==> src/hdl/mmio_pkg.sv <==
package mmio_pkg;

    // Masters on the shared register bus.
    // Master 0 is the core data port and master 1 is the debug port.
    localparam int N_MASTERS = 2;

    // One master access.
    // The strobe stays high with address and data stable until the grant.
    typedef struct packed {
        logic [31:0] addr;   // Absolute byte address.
        logic [31:0] wdata;  // Write data.
        logic        we;     // High for a write.
        logic        req;    // Request strobe.
    } bus_req_t;

    // Read response.
    // Valid pulses for one cycle, one cycle after the grant.
    typedef struct packed {
        logic [31:0] rdata;  // Read data.
        logic        valid;  // One-cycle strobe.
    } bus_rsp_t;

    // Byte offsets from the block base address.
    localparam logic [31:0] REG_UART_STATUS = 32'h0000_0000;  // Read. TX ready, RX valid.
    localparam logic [31:0] REG_UART_RX     = 32'h0000_0004;  // Read. Pops the held byte.
    localparam logic [31:0] REG_UART_TX     = 32'h0000_0008;  // Write. Low byte is sent.
    localparam logic [31:0] REG_CYCLES      = 32'h0000_0010;  // Read. Clocks since clear.
    localparam logic [31:0] REG_INSTRET     = 32'h0000_0014;  // Read. Retired instructions.
    localparam logic [31:0] REG_CLEAR       = 32'h0000_0018;  // Write. Zeroes two counters.
    localparam logic [31:0] REG_BRANCHES    = 32'h0000_001C;  // Read. Branches seen.
    localparam logic [31:0] REG_BR_HITS     = 32'h0000_0020;  // Read. Correct predictions.

    // Bit positions in the UART status word.
    localparam int STAT_TX_READY = 0;  // Transmitter can take a byte.
    localparam int STAT_RX_VALID = 1;  // Receiver holds an unread byte.

endpackage

==> src/hdl/bus_arbiter.sv <==
`timescale 1ns/1ps

module bus_arbiter (
    input  logic                                         clk,
    input  logic                                         rst_n,
    input  mmio_pkg::bus_req_t [mmio_pkg::N_MASTERS-1:0] req_in,
    output logic               [mmio_pkg::N_MASTERS-1:0] gnt,
    output mmio_pkg::bus_req_t                           sel_req,
    input  mmio_pkg::bus_rsp_t                           sel_rsp,
    output mmio_pkg::bus_rsp_t [mmio_pkg::N_MASTERS-1:0] rsp_out
);

    logic prio;     // Master that wins a tie.
    logic win_idx;  // Master granted this cycle.
    logic owner;    // Master granted last time.

    // Grant is combinational so an idle bus costs no cycle.
    always_comb begin
        gnt = '0;
        if (req_in[prio].req) begin
            gnt[prio] = 1'b1;
        end else if (req_in[~prio].req) begin
            gnt[~prio] = 1'b1;  // Other master only when the favoured one is idle.
        end
    end

    assign win_idx = gnt[1];

    // Forward the winner. Strobe only when someone is granted.
    always_comb begin
        sel_req     = req_in[win_idx];
        sel_req.req = |gnt;
    end

    // Priority flips to the loser after every grant.
    always_ff @(posedge clk or negedge rst_n) begin
        if (!rst_n) begin
            prio  <= 1'b0;
            owner <= 1'b0;
        end else if (|gnt) begin
            prio  <= ~win_idx;
            owner <= win_idx;  // Response of the next cycle goes here.
        end
    end

    // Data fans out to all masters. Valid reaches the owner only.
    always_comb begin
        for (int i = 0; i < mmio_pkg::N_MASTERS; i++) begin
            rsp_out[i].rdata = sel_rsp.rdata;
            rsp_out[i].valid = sel_rsp.valid && (owner == 1'(i));
        end
    end

    // At most one master owns the bus in a cycle.
    a_gnt_onehot : assert property (
        @(posedge clk) disable iff (!rst_n) $onehot0(gnt)
    ) else $error("bus_arbiter: more than one grant");

    // A response only ever follows a grant by one cycle.
    a_rsp_after_gnt : assert property (
        @(posedge clk) disable iff (!rst_n) sel_rsp.valid |-> $past(|gnt)
    ) else $error("bus_arbiter: response without a grant");

endmodule

==> src/hdl/io_regs.sv <==
`timescale 1ns/1ps

module io_regs #(
    parameter logic [31:0] MMIO_BASE = 32'h8000_0000
) (
    input  logic               clk,
    input  logic               rst_n,
    input  mmio_pkg::bus_req_t req,
    output mmio_pkg::bus_rsp_t rsp,
    input  logic               inst_retired,
    input  logic               br_inst,
    input  logic               br_pred,
    output logic               tx_load,
    output logic [7:0]         tx_byte,
    input  logic               tx_busy,
    output logic               rx_pop,
    input  logic [7:0]         rx_byte,
    input  logic               rx_valid
);

    logic [31:0] offset;       // Address relative to the base.
    logic        rd;           // Granted read.
    logic        wr;           // Granted write.
    logic        clear;        // Counter clear write.
    logic        tx_wr;        // Write to the TX register.
    logic        rx_rd;        // Read of the RX register.
    logic [31:0] status;
    logic [31:0] rd_word;      // Read mux output.
    logic [31:0] cycle_ctr;
    logic [31:0] inst_ctr;
    logic [31:0] br_inst_ctr;
    logic [31:0] br_pred_ctr;
    logic        rsp_valid;
    logic [31:0] rsp_data;

    // Addresses below the base wrap to large offsets and miss the map.
    assign offset = req.addr - MMIO_BASE;
    assign rd     = req.req & ~req.we;
    assign wr     = req.req & req.we;
    assign clear  = wr && (offset == mmio_pkg::REG_CLEAR);
    assign tx_wr  = wr && (offset == mmio_pkg::REG_UART_TX);
    assign rx_rd  = rd && (offset == mmio_pkg::REG_UART_RX);

    always_comb begin
        status = '0;
        status[mmio_pkg::STAT_TX_READY] = ~tx_busy;
        status[mmio_pkg::STAT_RX_VALID] = rx_valid;
    end

    // Write-only and unmapped offsets read as zero.
    always_comb begin
        case (offset)
            mmio_pkg::REG_UART_STATUS: rd_word = status;
            mmio_pkg::REG_UART_RX:     rd_word = {24'h0, rx_byte};
            mmio_pkg::REG_CYCLES:      rd_word = cycle_ctr;   // Count at the grant cycle.
            mmio_pkg::REG_INSTRET:     rd_word = inst_ctr;
            mmio_pkg::REG_BRANCHES:    rd_word = br_inst_ctr;
            mmio_pkg::REG_BR_HITS:     rd_word = br_pred_ctr;
            default:                   rd_word = '0;
        endcase
    end

    // Performance counters.
    // Clear hits cycles and instructions only.
    always_ff @(posedge clk or negedge rst_n) begin
        if (!rst_n) begin
            cycle_ctr   <= '0;
            inst_ctr    <= '0;
            br_inst_ctr <= '0;
            br_pred_ctr <= '0;
        end else begin
            if (clear) begin
                cycle_ctr <= '0;
                inst_ctr  <= '0;  // Wins over a retire in the same cycle.
            end else begin
                cycle_ctr <= cycle_ctr + 32'd1;
                if (inst_retired) inst_ctr <= inst_ctr + 32'd1;
            end
            if (br_inst) br_inst_ctr <= br_inst_ctr + 32'd1;
            if (br_pred) br_pred_ctr <= br_pred_ctr + 32'd1;
        end
    end

    // Response and UART strobes, one cycle after the grant.
    always_ff @(posedge clk or negedge rst_n) begin
        if (!rst_n) begin
            rsp_valid <= 1'b0;
            rx_pop    <= 1'b0;
            tx_load   <= 1'b0;
        end else begin
            rsp_valid <= rd;                // Writes give no response.
            rx_pop    <= rx_rd && rx_valid; // Nothing to pop when empty.
            tx_load   <= tx_wr;
        end
    end

    always_ff @(posedge clk) begin
        if (rd) rsp_data <= rd_word;
        if (tx_wr) tx_byte <= req.wdata[7:0];
    end

    assign rsp.rdata = rsp_data;
    assign rsp.valid = rsp_valid;

    // Pop only a byte that the receiver still holds.
    a_pop_valid : assert property (
        @(posedge clk) disable iff (!rst_n) rx_pop |-> rx_valid
    ) else $error("io_regs: rx_pop with no byte held");

endmodule

==> src/hdl/uart_tx.sv <==
`timescale 1ns/1ps

module uart_tx #(
    parameter int CLKS_PER_BIT = 16
) (
    input  logic       clk,
    input  logic       rst_n,
    input  logic       tx_load,
    input  logic [7:0] tx_byte,
    output logic       tx_busy,
    output logic       tx_line
);

    localparam int CNT_W = $clog2(CLKS_PER_BIT + 1);

    logic [CNT_W-1:0] clk_cnt;  // Clocks into the current bit.
    logic [3:0]       bit_idx;  // 0 start, 1..8 data, 9 stop.
    logic [8:0]       shift;    // Data bits then the stop bit.
    logic             load;     // Accepted load.
    logic             bit_end;  // Last clock of a bit period.

    assign load    = tx_load && !tx_busy;  // Load while busy is dropped.
    assign bit_end = tx_busy && (clk_cnt == CNT_W'(CLKS_PER_BIT - 1));

    always_ff @(posedge clk or negedge rst_n) begin
        if (!rst_n) begin
            tx_busy <= 1'b0;
            tx_line <= 1'b1;  // Idle line is high.
            clk_cnt <= '0;
            bit_idx <= '0;
        end else if (load) begin
            tx_busy <= 1'b1;
            tx_line <= 1'b0;  // Start bit on the next cycle.
            clk_cnt <= '0;
            bit_idx <= '0;
        end else if (bit_end) begin
            clk_cnt <= '0;
            if (bit_idx == 4'd9) begin
                tx_busy <= 1'b0;  // Stop bit done.
                tx_line <= 1'b1;
            end else begin
                bit_idx <= bit_idx + 4'd1;
                tx_line <= shift[0];  // LSB first.
            end
        end else if (tx_busy) begin
            clk_cnt <= clk_cnt + 1'b1;
        end
    end

    // Stop bit rides at the top and reaches bit 0 after eight shifts.
    always_ff @(posedge clk) begin
        if (load) begin
            shift <= {1'b1, tx_byte};
        end else if (bit_end) begin
            shift <= {1'b1, shift[8:1]};
        end
    end

    // Software polls status first, so a load never meets a busy frame.
    a_load_idle : assert property (
        @(posedge clk) disable iff (!rst_n) tx_load |-> !tx_busy
    ) else $error("uart_tx: load while busy");

endmodule

==> src/hdl/uart_rx.sv <==
`timescale 1ns/1ps

module uart_rx #(
    parameter int CLKS_PER_BIT = 16
) (
    input  logic       clk,
    input  logic       rst_n,
    input  logic       rx_line,
    input  logic       rx_pop,
    output logic [7:0] rx_byte,
    output logic       rx_valid
);

    localparam int CNT_W = $clog2(CLKS_PER_BIT + 1);

    typedef enum logic [1:0] {
        S_IDLE,
        S_START,
        S_DATA,
        S_STOP
    } rx_state_t;

    rx_state_t        state;
    logic             rx_meta;   // First sync flop.
    logic             rx_s;      // Synchronized line.
    logic             rx_prev;   // Last sample for edge detect.
    logic [CNT_W-1:0] clk_cnt;
    logic [2:0]       bit_idx;   // Data bit being sampled.
    logic [7:0]       shift;
    logic             half_end;  // Middle of the start bit.
    logic             bit_end;   // Middle of a data or stop bit.
    logic             done;      // Good frame.

    assign half_end = (clk_cnt == CNT_W'(CLKS_PER_BIT / 2 - 1));
    assign bit_end  = (clk_cnt == CNT_W'(CLKS_PER_BIT - 1));
    assign done     = (state == S_STOP) && bit_end && rx_s;  // Bad stop bit is dropped.

    always_ff @(posedge clk or negedge rst_n) begin
        if (!rst_n) begin
            rx_meta <= 1'b1;
            rx_s    <= 1'b1;
            rx_prev <= 1'b1;
            state   <= S_IDLE;
            clk_cnt <= '0;
            bit_idx <= '0;
        end else begin
            rx_meta <= rx_line;
            rx_s    <= rx_meta;
            rx_prev <= rx_s;
            clk_cnt <= clk_cnt + 1'b1;
            case (state)
                S_IDLE: begin
                    clk_cnt <= '0;
                    if (rx_prev && !rx_s) state <= S_START;  // Falling edge.
                end
                S_START: if (half_end) begin
                    clk_cnt <= '0;
                    bit_idx <= '0;
                    state   <= rx_s ? S_IDLE : S_DATA;  // Glitch goes back to idle.
                end
                S_DATA: if (bit_end) begin
                    clk_cnt <= '0;
                    bit_idx <= bit_idx + 3'd1;
                    if (bit_idx == 3'd7) state <= S_STOP;
                end
                S_STOP: if (bit_end) state <= S_IDLE;
                default: state <= S_IDLE;
            endcase
        end
    end

    // New byte wins over a pop in the same cycle.
    always_ff @(posedge clk or negedge rst_n) begin
        if (!rst_n) begin
            rx_valid <= 1'b0;
        end else if (done) begin
            rx_valid <= 1'b1;
        end else if (rx_pop) begin
            rx_valid <= 1'b0;
        end
    end

    always_ff @(posedge clk) begin
        if ((state == S_DATA) && bit_end) shift <= {rx_s, shift[7:1]};  // LSB arrives first.
        if (done) rx_byte <= shift;  // Overwrites an unread byte.
    end

endmodule

==> src/hdl/mmio_top.sv <==
`timescale 1ns/1ps

module mmio_top #(
    parameter logic [31:0] MMIO_BASE    = 32'h8000_0000,
    parameter int          CLKS_PER_BIT = 16
) (
    input  logic               clk,
    input  logic               rst_n,
    input  mmio_pkg::bus_req_t core_req,
    input  mmio_pkg::bus_req_t dbg_req,
    output mmio_pkg::bus_rsp_t core_rsp,
    output mmio_pkg::bus_rsp_t dbg_rsp,
    output logic               core_gnt,
    output logic               dbg_gnt,
    input  logic               inst_retired,
    input  logic               br_inst,
    input  logic               br_pred,
    output logic               uart_tx_line,
    input  logic               uart_rx_line
);

    mmio_pkg::bus_req_t [mmio_pkg::N_MASTERS-1:0] req_arr;  // Core is master 0.
    mmio_pkg::bus_rsp_t [mmio_pkg::N_MASTERS-1:0] rsp_arr;
    logic               [mmio_pkg::N_MASTERS-1:0] gnt;
    mmio_pkg::bus_req_t sel_req;  // Granted access.
    mmio_pkg::bus_rsp_t sel_rsp;
    logic               tx_load;
    logic [7:0]         tx_byte;
    logic               tx_busy;
    logic               rx_pop;
    logic [7:0]         rx_byte;
    logic               rx_valid;

    assign req_arr  = {dbg_req, core_req};
    assign core_rsp = rsp_arr[0];
    assign dbg_rsp  = rsp_arr[1];
    assign core_gnt = gnt[0];
    assign dbg_gnt  = gnt[1];

    bus_arbiter u_arb (
        .clk(clk), .rst_n(rst_n), .req_in(req_arr), .gnt(gnt),
        .sel_req(sel_req), .sel_rsp(sel_rsp), .rsp_out(rsp_arr)
    );

    io_regs #(.MMIO_BASE(MMIO_BASE)) u_regs (
        .clk(clk), .rst_n(rst_n), .req(sel_req), .rsp(sel_rsp),
        .inst_retired(inst_retired), .br_inst(br_inst), .br_pred(br_pred),
        .tx_load(tx_load), .tx_byte(tx_byte), .tx_busy(tx_busy),
        .rx_pop(rx_pop), .rx_byte(rx_byte), .rx_valid(rx_valid)
    );

    uart_tx #(.CLKS_PER_BIT(CLKS_PER_BIT)) u_tx (
        .clk(clk), .rst_n(rst_n), .tx_load(tx_load), .tx_byte(tx_byte),
        .tx_busy(tx_busy), .tx_line(uart_tx_line)
    );

    uart_rx #(.CLKS_PER_BIT(CLKS_PER_BIT)) u_rx (
        .clk(clk), .rst_n(rst_n), .rx_line(uart_rx_line), .rx_pop(rx_pop),
        .rx_byte(rx_byte), .rx_valid(rx_valid)
    );

endmodule

==> config.mk <==
export PLATFORM = sky130hd
export DESIGN_NAME = mmio_top
export DESIGN_NICKNAME = d
export VERILOG_FILES = /design/src/hdl/mmio_pkg.sv /design/src/hdl/bus_arbiter.sv /design/src/hdl/io_regs.sv /design/src/hdl/uart_tx.sv /design/src/hdl/uart_rx.sv /design/src/hdl/mmio_top.sv
export SDC_FILE = /design/constraint.sdc
export NUM_CORES = 1
export LEC_CHECK = 0
export BUFFER_PORTS_ARGS = -buffer_cell sky130_fd_sc_hd__buf_4
export CAP_MARGIN = 20
export CORE_ASPECT_RATIO = 0.75
export CORE_MARGIN = 5
export CORE_UTILIZATION = 51
export DETAILED_ROUTE_END_ITERATION = 10
export PLACE_DENSITY = 0.78
export RECOVER_POWER = 100
export SLEW_MARGIN = 20
export SYNTH_ARGS = -nofsm -noshare
export SYNTH_HDL_FRONTEND = slang
export SYNTH_HIERARCHICAL = 1
export SYNTH_SLANG_ARGS = --single-unit
export TNS_END_PERCENT = 50
==> constraint.sdc <==
create_clock -name clk -period 3.5 [get_ports clk]
set_clock_uncertainty 0.1 [all_clocks]
set_input_delay 0.175 -clock clk [delete_from_list [all_inputs] [get_ports clk]]
set_output_delay 0.175 -clock clk [all_outputs]
set_load 0.005 [all_outputs]
**After elaboration in Yosys (flattened, before gate mapping)**

Cells that the tools add are included.

- Register bits: 222
- Input bits: 138
- Output and inout bits: 69
- Word-level logic and storage cells: 141

- $add $sub $neg: 9
- $lt $le $gt $ge: 5
- Eq/ne operators: 21
- Muxes and demuxes: 45
- Bitwise operators: 7
- Reduce and logical (&&, ||, !) cells: 29

Operators with widths:

| cell | count |
|---|---|
| $pmux W32 S6 | 1 |
| $mux W66 | 2 |
| $add A32 B1 Y32 const B | 4 |
| $eq A32 B5 Y1 const B | 4 |
| $mux W32 | 3 |
| $eq A32 B3 Y1 const B | 1 |
| $eq A32 B4 Y1 const B | 1 |
| $eq A32 B6 Y1 const B | 1 |
| $logic_not A32 Y1 | 1 |
| $sub A32 B32 Y32 const B | 1 |
| $mux W5 | 5 |
| $mux W2 | 8 |
| $mux W8 | 2 |
| $pmux W5 S3 | 1 |
| $logic_and A1 B1 Y1 | 14 |
| $mux W1 | 14 |
| $mux W4 | 3 |
| $ne A2 B1 Y1 const B | 6 |
| $add A5 B1 Y5 const B | 2 |
| $eq A5 B4 Y1 const B | 2 |
| $reduce_bool A2 Y1 | 5 |
| $pmux W2 S4 | 1 |
| $lt A1 B2 Y1 const B | 3 |
| $mux W3 | 2 |
| 19 further kinds | 29 |

**Logic depth before layout (Yosys ltp)**

Gate-level depths: netlist of run 1.

- Depth after elaboration: 13
- Depth in mapped cells: 13
- Gate-level depth less buffers: 8

**Hierarchy**

Netlist of run 1, hierarchy kept.

By module, submodules not included:

| module | instances | cells each | area each (um^2) | sequential area each (um^2) |
|---|---|---|---|---|
| io_regs | 1 | 786 | 8356.8 | 4479.3 |
| bus_arbiter | 1 | 149 | 1497.7 | 50.0 |
| uart_rx | 1 | 78 | 1158.6 | 834.6 |
| uart_tx | 1 | 80 | 959.7 | 516.7 |

**Worst setup path after synthesis of run 1**

No wires, ideal clock.

- Path kind: reg2reg
- Start point: register u_arb.prio
- End point: register u_regs.tx_byte[0], enable pin
- Setup time: 0.397 ns
- Arrival time: 2.977 ns
- Required time: 3.003 ns
- Path slack: 0.026 ns
- Stages on the path, launching flop included: 9
- Path buffers: 3
- Clock period less this slack: 3.474 ns
- Cells stage by stage: dfrtp_1 o21ai_2 buf_6 buf_6 mux2_4 or3_1 clkbuf_1 or3_1 nor4_1

RTL lines:

| what | RTL line | text |
|---|---|---|
| start: declaration | bus_arbiter.sv:13 | `logic prio;` |
| start signal: assignment | bus_arbiter.sv:41 | `prio <= ~win_idx;` |
| end signal: assignment | io_regs.sv:99 | `if (tx_wr) tx_byte <= req.wdata[7:0];` |
| end: declaration | io_regs.sv:14 | `output logic [7:0] tx_byte,` |

==> results.toml, run 1 <==
[synthesis]
synth_nets = 1218
netlist_area_um2 = 11600
syn_inst = 1067
ys_warn_count = 6
syn_area_per_cell_um2 = 10.9

[floorplan]
fp.dieW_um = 184
fp.dieH_um = 141
die_area_um2 = 25900
ioPinCount = 207
start_util = 0.521
fp.coreArea_um2 = 22200
core.rowCount = 47

[detailed_routing]
firstDrtPassIters = 7
dr_wl_met3_mm = 1.84
met1_length_mm = 12.7
wl_met2_mm = 13.1
routed_wl_mm = 28.0
ant_nets = 0
dr_total_vias = 8596
viasPerCell = 5.74
highest_layer = "met4"
drc_errors = 0
wire_per_inst_um = 18.7
drt_iter0_drc = 910

[outcome]
outcome = "finished, violations left"
violations = "max-capacitance violations, max-slew violations"

[power]
p_sw_frac = 0.252
power_switching_mw = 1.63
p_leak_nw = 5.91
ir_drop_uv = 546
seqPwrFrac = 0.482
combPwrFrac = 0.115
p_clk_frac = 0.403
p_int_mw = 4.83
p_per_area_nw_per_um2 = 474

[timing]
fin_crit_sh = 0.951
fin_tns_setup_ps = 0
clock.fmax_mhz = 301
fin_ws_ps = 173
rsz0062_at_grt = "false"
hold_viol = 0
setup_viol = 0
min_period_ps = 3330
tightest_slew_ps = 2120
finalMaxSlewViolations = 86
whs_ps = 38.5
slew_headroom = -0.416

[clocking]
clkTransAtPathRegs_ps = 60
cts_tree = "built"
cts.sinks = 222
cts_max_level = 1
worstSkewPairLatency_ps = 510
cts_buffer_depth = 3
clock-root-buffer = "clkbuf_16"
cts_buffers = 23

[global_route]
grt_first_pass_wirelength_mm = 45.2
grt_pass1_vias = 8303
antenna_found_initial = 0
grt_max_degree = 85
grt_overflow = 0
grtUsageTotal = 0.215

[critical_path]
cp.arrival_ps = 3540
endpoint_kind = "register"
path_class = "register to register"
required_ps = 3710
cpPeakStageDelay_ps = 500
cp_slowest_cell = "or3_1"
critPathMaxFanout = 42
cp-start-kind = "register"
cp_cell_sequence = "o21ai_4 -> buf_12 -> mux2_2 -> nor4_1 -> nand4_1 -> or3_1 -> clkbuf_2 -> o22ai_1"

[placed_design]
post-place-ws_ps = 56.6
gp_congestion = 0.873
dpl.hpwl_mm = 20.0
port_buffers = 158

[hold_path]
hold_class = "primary input to register"

[finish]
nets = 1338
syn_to_final_growth_pct = 17.6
drive_above_1_share = 0.216
diodes = 0

[job]
cap_violations = 2
[path summary, 6_finish.rpt]
path / startpoint / endpoint / slack (ps) / cells after the start
min in group asynchronous: rst_n / u_rx/clk_cnt[4]$_DFF_PN0_ / 710 / 2
worst max-delay path: u_arb/prio$_DFFE_PN0P_ / u_regs/rsp_data[11]$_DFFE_PP_ / 170 / 8
worst max register to register: u_arb/prio$_DFFE_PN0P_ / u_regs/rsp_data[11]$_DFFE_PP_ / 170 / 8
max in group asynchronous: rst_n / u_regs/br_inst_ctr[19]$_DFFE_PN0P_ / 750 / 3
worst min register to register: u_rx/rx_meta$_DFF_PN1_ / u_rx/rx_s$_DFF_PN1_ / 260 / 0
worst min-delay path: core_req[0] / u_arb/owner$_DFFE_PN0P_ / 40 / 4
[worst max-delay path, delay by kind of cell, from the launching register on]
kind            cells  cell delay [ps]
buf+inv             2              530
mux                 1              370
simple gates        3             1180
flops               1              430
compound gates      2              490
[timing repair]
item / in CTS / in global routing
hold buffers: 23 / 0
setup buffers: 0 / 0
resized for setup: 0 / 2
endpoints found under the setup margin: 0 / 5
endpoints found under the hold margin: 101 / 0
[metrics by stage]
stage	cell area, um2	total power, mW	util	cells
finish	13600	6.46	0.613	1498
global route	13600	6.73	0.613	1498
CTS	13700	6.52	0.617	1498
detailed placement	12700	3.89	0.570	1433
global placement	12700	3.85	0.570	1433
floorplan	11600	3.61	-	1067
[cells in the final DEF, fill, tap and decap left out, types with 7 or more instances in the layout]
master and instances:
dlygate4sd3_1 23, buf_4 100, nand3_1 59, edfxtp_1 64, mux2_1 17, clkbuf_16 25, xnor2_1 61, nand2_1 89
o22ai_1 19, ha_1 13, nor2_1 108, mux2_2 27, and4_1 10, nor3_1 21, dfrtp_1 154, clkbuf_1 8
and3_1 18, mux2i_1 30, a22oi_1 16, inv_1 19, clkbuf_4 64, xor2_1 66, nand4_1 49, nor4_1 15
o221ai_1 17, or3_1 7
[power groups by stage]
| stage | Sequential, mW | Combinational [mW] | Clock (mW) |
|---|---|---|---|
| after detailed placement | 3.16 | 0.731 | 0 |
| after global placement | 3.15 | 0.701 | 0 |
| final | 3.11 | 0.743 | 2.61 |
| after global routing | 3.14 | 0.830 | 2.77 |
| after CTS | 3.11 | 0.760 | 2.65 |
| after floorplan | 3.06 | 0.547 | 0 |
[flip-flops by register name, summed over array words and instances, names as in the netlist, 3 cells and up, named ones only]
signal,flops
u_regs/cycle_ctr,32
u_rx/bit_idx,3
u_rx/shift,8
u_tx/bit_idx,4
u_regs/br_pred_ctr,32
u_rx/rx_byte,8
u_regs/br_inst_ctr,32
u_tx/clk_cnt,5
u_tx/shift,8
u_regs/inst_ctr,32
u_regs/rsp_data,32
u_rx/clk_cnt,5
u_regs/tx_byte,8
[layout make-up]
class,count,area (um2)
tap,294,368
sequential,222,5880
timing repair buffer,201,1570
clock inverter,13,149
fill,1762,8600
multi-input combinational,719,4920
clock buffer,29,671
inverter,20,75.1
[routing by layer]
| layer | vias up | track usage |
|---|---|---|
| li1 | 4008 | - |
| met1 | 4260 | 0.332 |
| met2 | 288 | 0.325 |
| met3 | 40 | 0.0327 |
| met4 | 0 | 0.0373 |
| met5 | - | 0 |
(Power assumes the default switching activity.)
==> run 2: changes to the inputs <==
- PLACE_DENSITY: 0.78 -> default
- PLACE_DENSITY_LB_ADDON: default -> 0.15
==> results.toml, run 2 (synthesis gave the netlist of run 1 again) <==
[placed_design]
port_buffers = 158
post-place-ws_ps = 26.7
dp.cells = 1441
gp_congestion = 0.808
place_area_um2 = 12700
dpl.hpwl_mm = 20.7

[finish]
multiInputGateArea_um2 = 4910
diodes = 0
final_cell_mix = "dfrtp_1 (154), buf_4 (112), nor2_1 (106)"
nets = 1352
final_util = 0.620
syn_to_final_growth_pct = 18.9
regArea_um2 = 5880
fillCellCount = 1804
final_area_um2 = 13800
stdcell_count = 1513
layout_commonest_cell = "dfrtp_1"
drive_above_1_share = 0.220

[critical_path]
reg2reg_depth = 8
cp.arrival_ps = 3520
reg2reg_from = "u_arb/prio$_DFFE_PN0P_"
path_class = "register to register"
endpoint_kind = "register"
critPathMaxFanout = 31
rrSetupSlack_ps = 160
rr_endpoint = "u_regs/rsp_data[12]$_DFFE_PP_"
cp-start-kind = "register"
required_ps = 3680

[timing]
finalMaxSlewViolations = 73
setup_viol = 0
whs_ps = 49.3
fin_ws_ps = 156
clock.fmax_mhz = 299
fin_crit_sh = 0.955
rsz0062_at_grt = "false"
min_period_ps = 3340
fin_tns_setup_ps = 0
hold_viol = 0
slew_headroom = -0.295
tightest_slew_ps = 1940

[detailed_routing]
dr_total_vias = 8508
wire_per_inst_um = 18.9
ant_nets = 0
drc_errors = 0
firstDrtPassIters = 5
drt_iter0_drc = 873
routed_wl_mm = 28.5
viasPerCell = 5.62

[clocking]
clock-root-buffer = "clkbuf_16"
cts_resized = 0
cts_max_level = 1
clkTransAtPathRegs_ps = 60
cts_tree = "built"
cts_buffers = 24
cts.sinks = 222
worstSkewPairLatency_ps = 520
cts_buffer_depth = 3

[hold_path]
min_path_cells = 4
min_from = "core_req[0]"
hold_class = "primary input to register"
min_to = "u_arb/owner$_DFFE_PN0P_"

[power]
p_total_mw = 6.61
p_leak_nw = 5.99
ir_drop_uv = 385
p_per_area_nw_per_um2 = 480

[job]
cap_violations = 2

[global_route]
grt_max_degree = 74
grt_overflow = 0
grtUsageTotal = 0.216
antenna_found_initial = 1
grt_first_pass_wirelength_mm = 44.8
grt_pass1_vias = 7908

[floorplan]
fp.dieW_um = 184
fp.coreArea_um2 = 22200
core.rowCount = 47
ioPinCount = 207
start_util = 0.521
fp.dieH_um = 141
die_area_um2 = 25900

[outcome]
outcome = "finished, violations left"
violations = "max-capacitance violations, max-slew violations"
==> run 2: repair_timing <==
| action | CTS | global route |
|---|---|---|
| hold buffers | 23 | 0 |
| buffers inserted | 0 | 5 |
| pin swaps | 1 | 1 |
| setup endpoints to repair | 1 | 89 |
| hold endpoints to repair | 93 | 0 |
==> run 2: worst max-delay path, cell delays in order, from the launching register on <==
cell and delay (ps):
dfrtp_1 430, o21ai_4 200, buf_12 160, mux2_2 330, nor4b_1 410, nand4_1 400
or3_1 520, buf_12 190, o221ai_1 360
==> run 2: layout make-up <==
class / instances / share of cell area
flip-flops and latches: 222 / 0.427
inverters: 20 / 0.00545
clock inverters: 13 / 0.0138
well taps: 294 / 0.0267
repair buffers: 214 / 0.122
clock buffers: 31 / 0.0485
multi-input cells: 719 / 0.357
==> run 2: power by group <==
group / leakage (nW) / switching, mW / internal [mW]
Sequential: 2.72 / 0.263 / 2.86
Clock: 0.422 / 1.03 / 1.71
Combinational: 2.84 / 0.352 / 0.404
Total: 5.99 / 1.64 / 4.97
==> run 2: routing by layer <==
metal,wire length (um),GRT usage,part of all wire
met5,8,0,0.00028
met4,355,0.0299,0.012
met3,1870,0.0337,0.066
met2,12400,0.307,0.44
met1,13900,0.356,0.49
==> run 2: worst max-delay path by stage <==
stage	startpoint	end	slack [ps]
finish	u_arb/prio$_DFFE_PN0P_	u_regs/rsp_data[12]$_DFFE_PP_	160
global route	u_arb/prio$_DFFE_PN0P_	u_regs/rsp_data[10]$_DFFE_PP_	60
CTS	u_arb/prio$_DFFE_PN0P_	u_regs/rsp_data[10]$_DFFE_PP_	20
detailed placement	u_arb/prio$_DFFE_PN0P_	u_regs/rsp_data[15]$_DFFE_PP_	30
global placement	u_arb/prio$_DFFE_PN0P_	u_regs/rsp_data[10]$_DFFE_PP_	20
floorplan	u_arb/prio$_DFFE_PN0P_	u_regs/tx_byte[0]$_DFFE_PP_	70
==> run 3: changes to the inputs <==
- CORE_UTILIZATION: 51 -> 45
==> results.toml, run 3 (synthesis gave the netlist of run 1 again) <==
[outcome]
outcome = "finished, violations left"
violations = "max-capacitance violations, max-slew violations"

[critical_path]
crit_cells = 8
required_ps = 3670
endpoint_kind = "register"
path_delay_family = "simple AND/OR/NAND/NOR gates"
cp.arrival_ps = 3540
critPathMaxFanout = 31
cp-start-kind = "register"
cpPeakStageDelay_ps = 510
path_class = "register to register"
reg2reg_from = "u_arb/prio$_DFFE_PN0P_"
rrSetupSlack_ps = 140
cp_slowest_cell = "or3_1"
reg2reg_depth = 8
rr_endpoint = "u_regs/rsp_data[12]$_DFFE_PP_"
crit_path_end = "u_regs/rsp_data[12]$_DFFE_PP_"
cp_cell_sequence = "o21ai_4 -> buf_12 -> mux2_2 -> nor4_1 -> nand4_1 -> or3_1 -> buf_12 -> o221ai_1"
crit_path_start = "u_arb/prio$_DFFE_PN0P_"
crit_buf_inv = 2
crit_top_cell = "buf_12"

[power]
p_leak_nw = 5.91
p_sw_frac = 0.249
p_clk_frac = 0.395
p_per_area_nw_per_um2 = 465
seqPwrFrac = 0.488
combPwrFrac = 0.116
power_switching_mw = 1.59
p_int_mw = 4.78
ir_drop_uv = 302

[global_route]
grt_max_degree = 69
antenna_found_initial = 0
grt_first_pass_wirelength_mm = 45.0
grt_pass1_vias = 7871
grt_overflow = 0
grtUsageTotal = 0.191

[timing]
setup_viol = 0
rsz0062_at_grt = "false"
finalMaxSlewViolations = 65
fin_crit_sh = 0.961
clock.fmax_mhz = 297
whs_ps = 33.2
tightest_slew_ps = 1640
fin_tns_setup_ps = 0
min_period_ps = 3360
hold_viol = 0
slew_headroom = -0.0966

[floorplan]
fp.dieH_um = 149
core.rowCount = 50
ioPinCount = 207
die_area_um2 = 29100
fp.coreArea_um2 = 25100
fp.dieW_um = 195
start_util = 0.461

[clocking]
clock-root-buffer = "clkbuf_16"
cts_buffers = 23
cts_tree = "built"
cts_resized = 0
cts_max_level = 1
clkTransAtPathRegs_ps = 60
cts_buffer_depth = 3
worstSkewPairLatency_ps = 500
cts.sinks = 222

[detailed_routing]
routed_wl_mm = 28.5
dr_total_vias = 8273
drt_iter0_drc = 597
ant_nets = 0
drc_errors = 0
firstDrtPassIters = 5
viasPerCell = 5.33
wire_per_inst_um = 18.3

[finish]
multiInputGateArea_um2 = 4910
drive_above_1_share = 0.209
regArea_um2 = 5880
nets = 1348
diodes = 0
layout_commonest_cell = "dfrtp_1"
fillCellCount = 2242
syn_to_final_growth_pct = 18.1
final_cell_mix = "dfrtp_1 (154), buf_4 (108), nor2_1 (107)"
final_area_um2 = 13700

[placed_design]
place_area_um2 = 12800
gp_congestion = 0.846
dpl.hpwl_mm = 20.9
port_buffers = 158

[hold_path]
hold_class = "primary input to register"

[job]
cap_violations = 1
[run 3: changes by cell type in the layout (fill, tap and decap cells not counted), moves of 2 or more]
cell,delta
clkbuf_4,-2
clkbuf_16,-2
buf_4,-4
clkbuf_1,+6
[run 3: final cells by class]
type / count / share of cell area
tap: 338 / 0.0309
inverter: 20 / 0.00548
clock inverter: 9 / 0.0104
clock buffer: 32 / 0.0452
multi-input combinational: 719 / 0.359
timing repair buffer: 211 / 0.120
sequential: 222 / 0.430
[run 3: timing repair]
| action | CTS | global route |
|---|---|---|
| hold endpoints to repair | 85 | 0 |
| hold buffers | 23 | 0 |
| buffers inserted | 0 | 1 |
| endpoints found under the setup margin | 0 | 76 |
[run 3: stage by stage]
stage	util	power, mW	setup slack [ps]	std cells
2_1_floorplan	-	3.61	68.4	1067
3_3_place_gp	0.509	3.88	62.3	1486
3_5_place_dp	0.509	3.89	72.5	1486
4_1_cts	0.548	6.45	35.0	1550
5_1_grt	0.544	6.65	101	1551
6_report	0.544	6.37	136	1551
[run 3: how the worst min path moves through the flow]
stage,slack [ps],cells past startpoint,endpoint,startpoint
after floorplan,-220,0,u_arb/owner$_DFFE_PN0P_,rst_n
after global placement,100,1,u_tx/bit_idx[2]$_DFFE_PN0P_,rst_n
after detailed placement,100,1,u_tx/bit_idx[2]$_DFFE_PN0P_,rst_n
after CTS,10,4,u_arb/owner$_DFFE_PN0P_,core_req[0]
after global routing,70,4,u_arb/owner$_DFFE_PN0P_,core_req[0]
final,30,4,u_arb/owner$_DFFE_PN0P_,core_req[0]
[run 3: per-layer routing]
| metal | up-vias | routed length, um | global-route usage | share of wire |
|---|---|---|---|---|
| li1 | 4025 | - | - | - |
| met1 | 4028 | 13900 | 0.303 | 0.49 |
| met2 | 189 | 12300 | 0.277 | 0.43 |
| met3 | 31 | 1730 | 0.0336 | 0.061 |
| met4 | 0 | 448 | 0.0338 | 0.016 |
| met5 | - | 0 | 0 | 0 |
[run 3: tightest hold or removal path, delay by kind of cell]
kind                   cells  cell delay, ps
and+or+nand+nor            1             110
buffers and inverters      2             210
AOI/OAI and AO/OA          1              90
[run 3: power by group through the flow]
stage	Clock, mW	Combinational [mW]	Sequential [mW]
2_1_floorplan	0	0.547	3.06
3_3_place_gp	0	0.722	3.15
3_5_place_dp	0	0.737	3.16
4_1_cts	2.58	0.766	3.11
5_1_grt	2.69	0.832	3.14
6_report	2.52	0.740	3.11
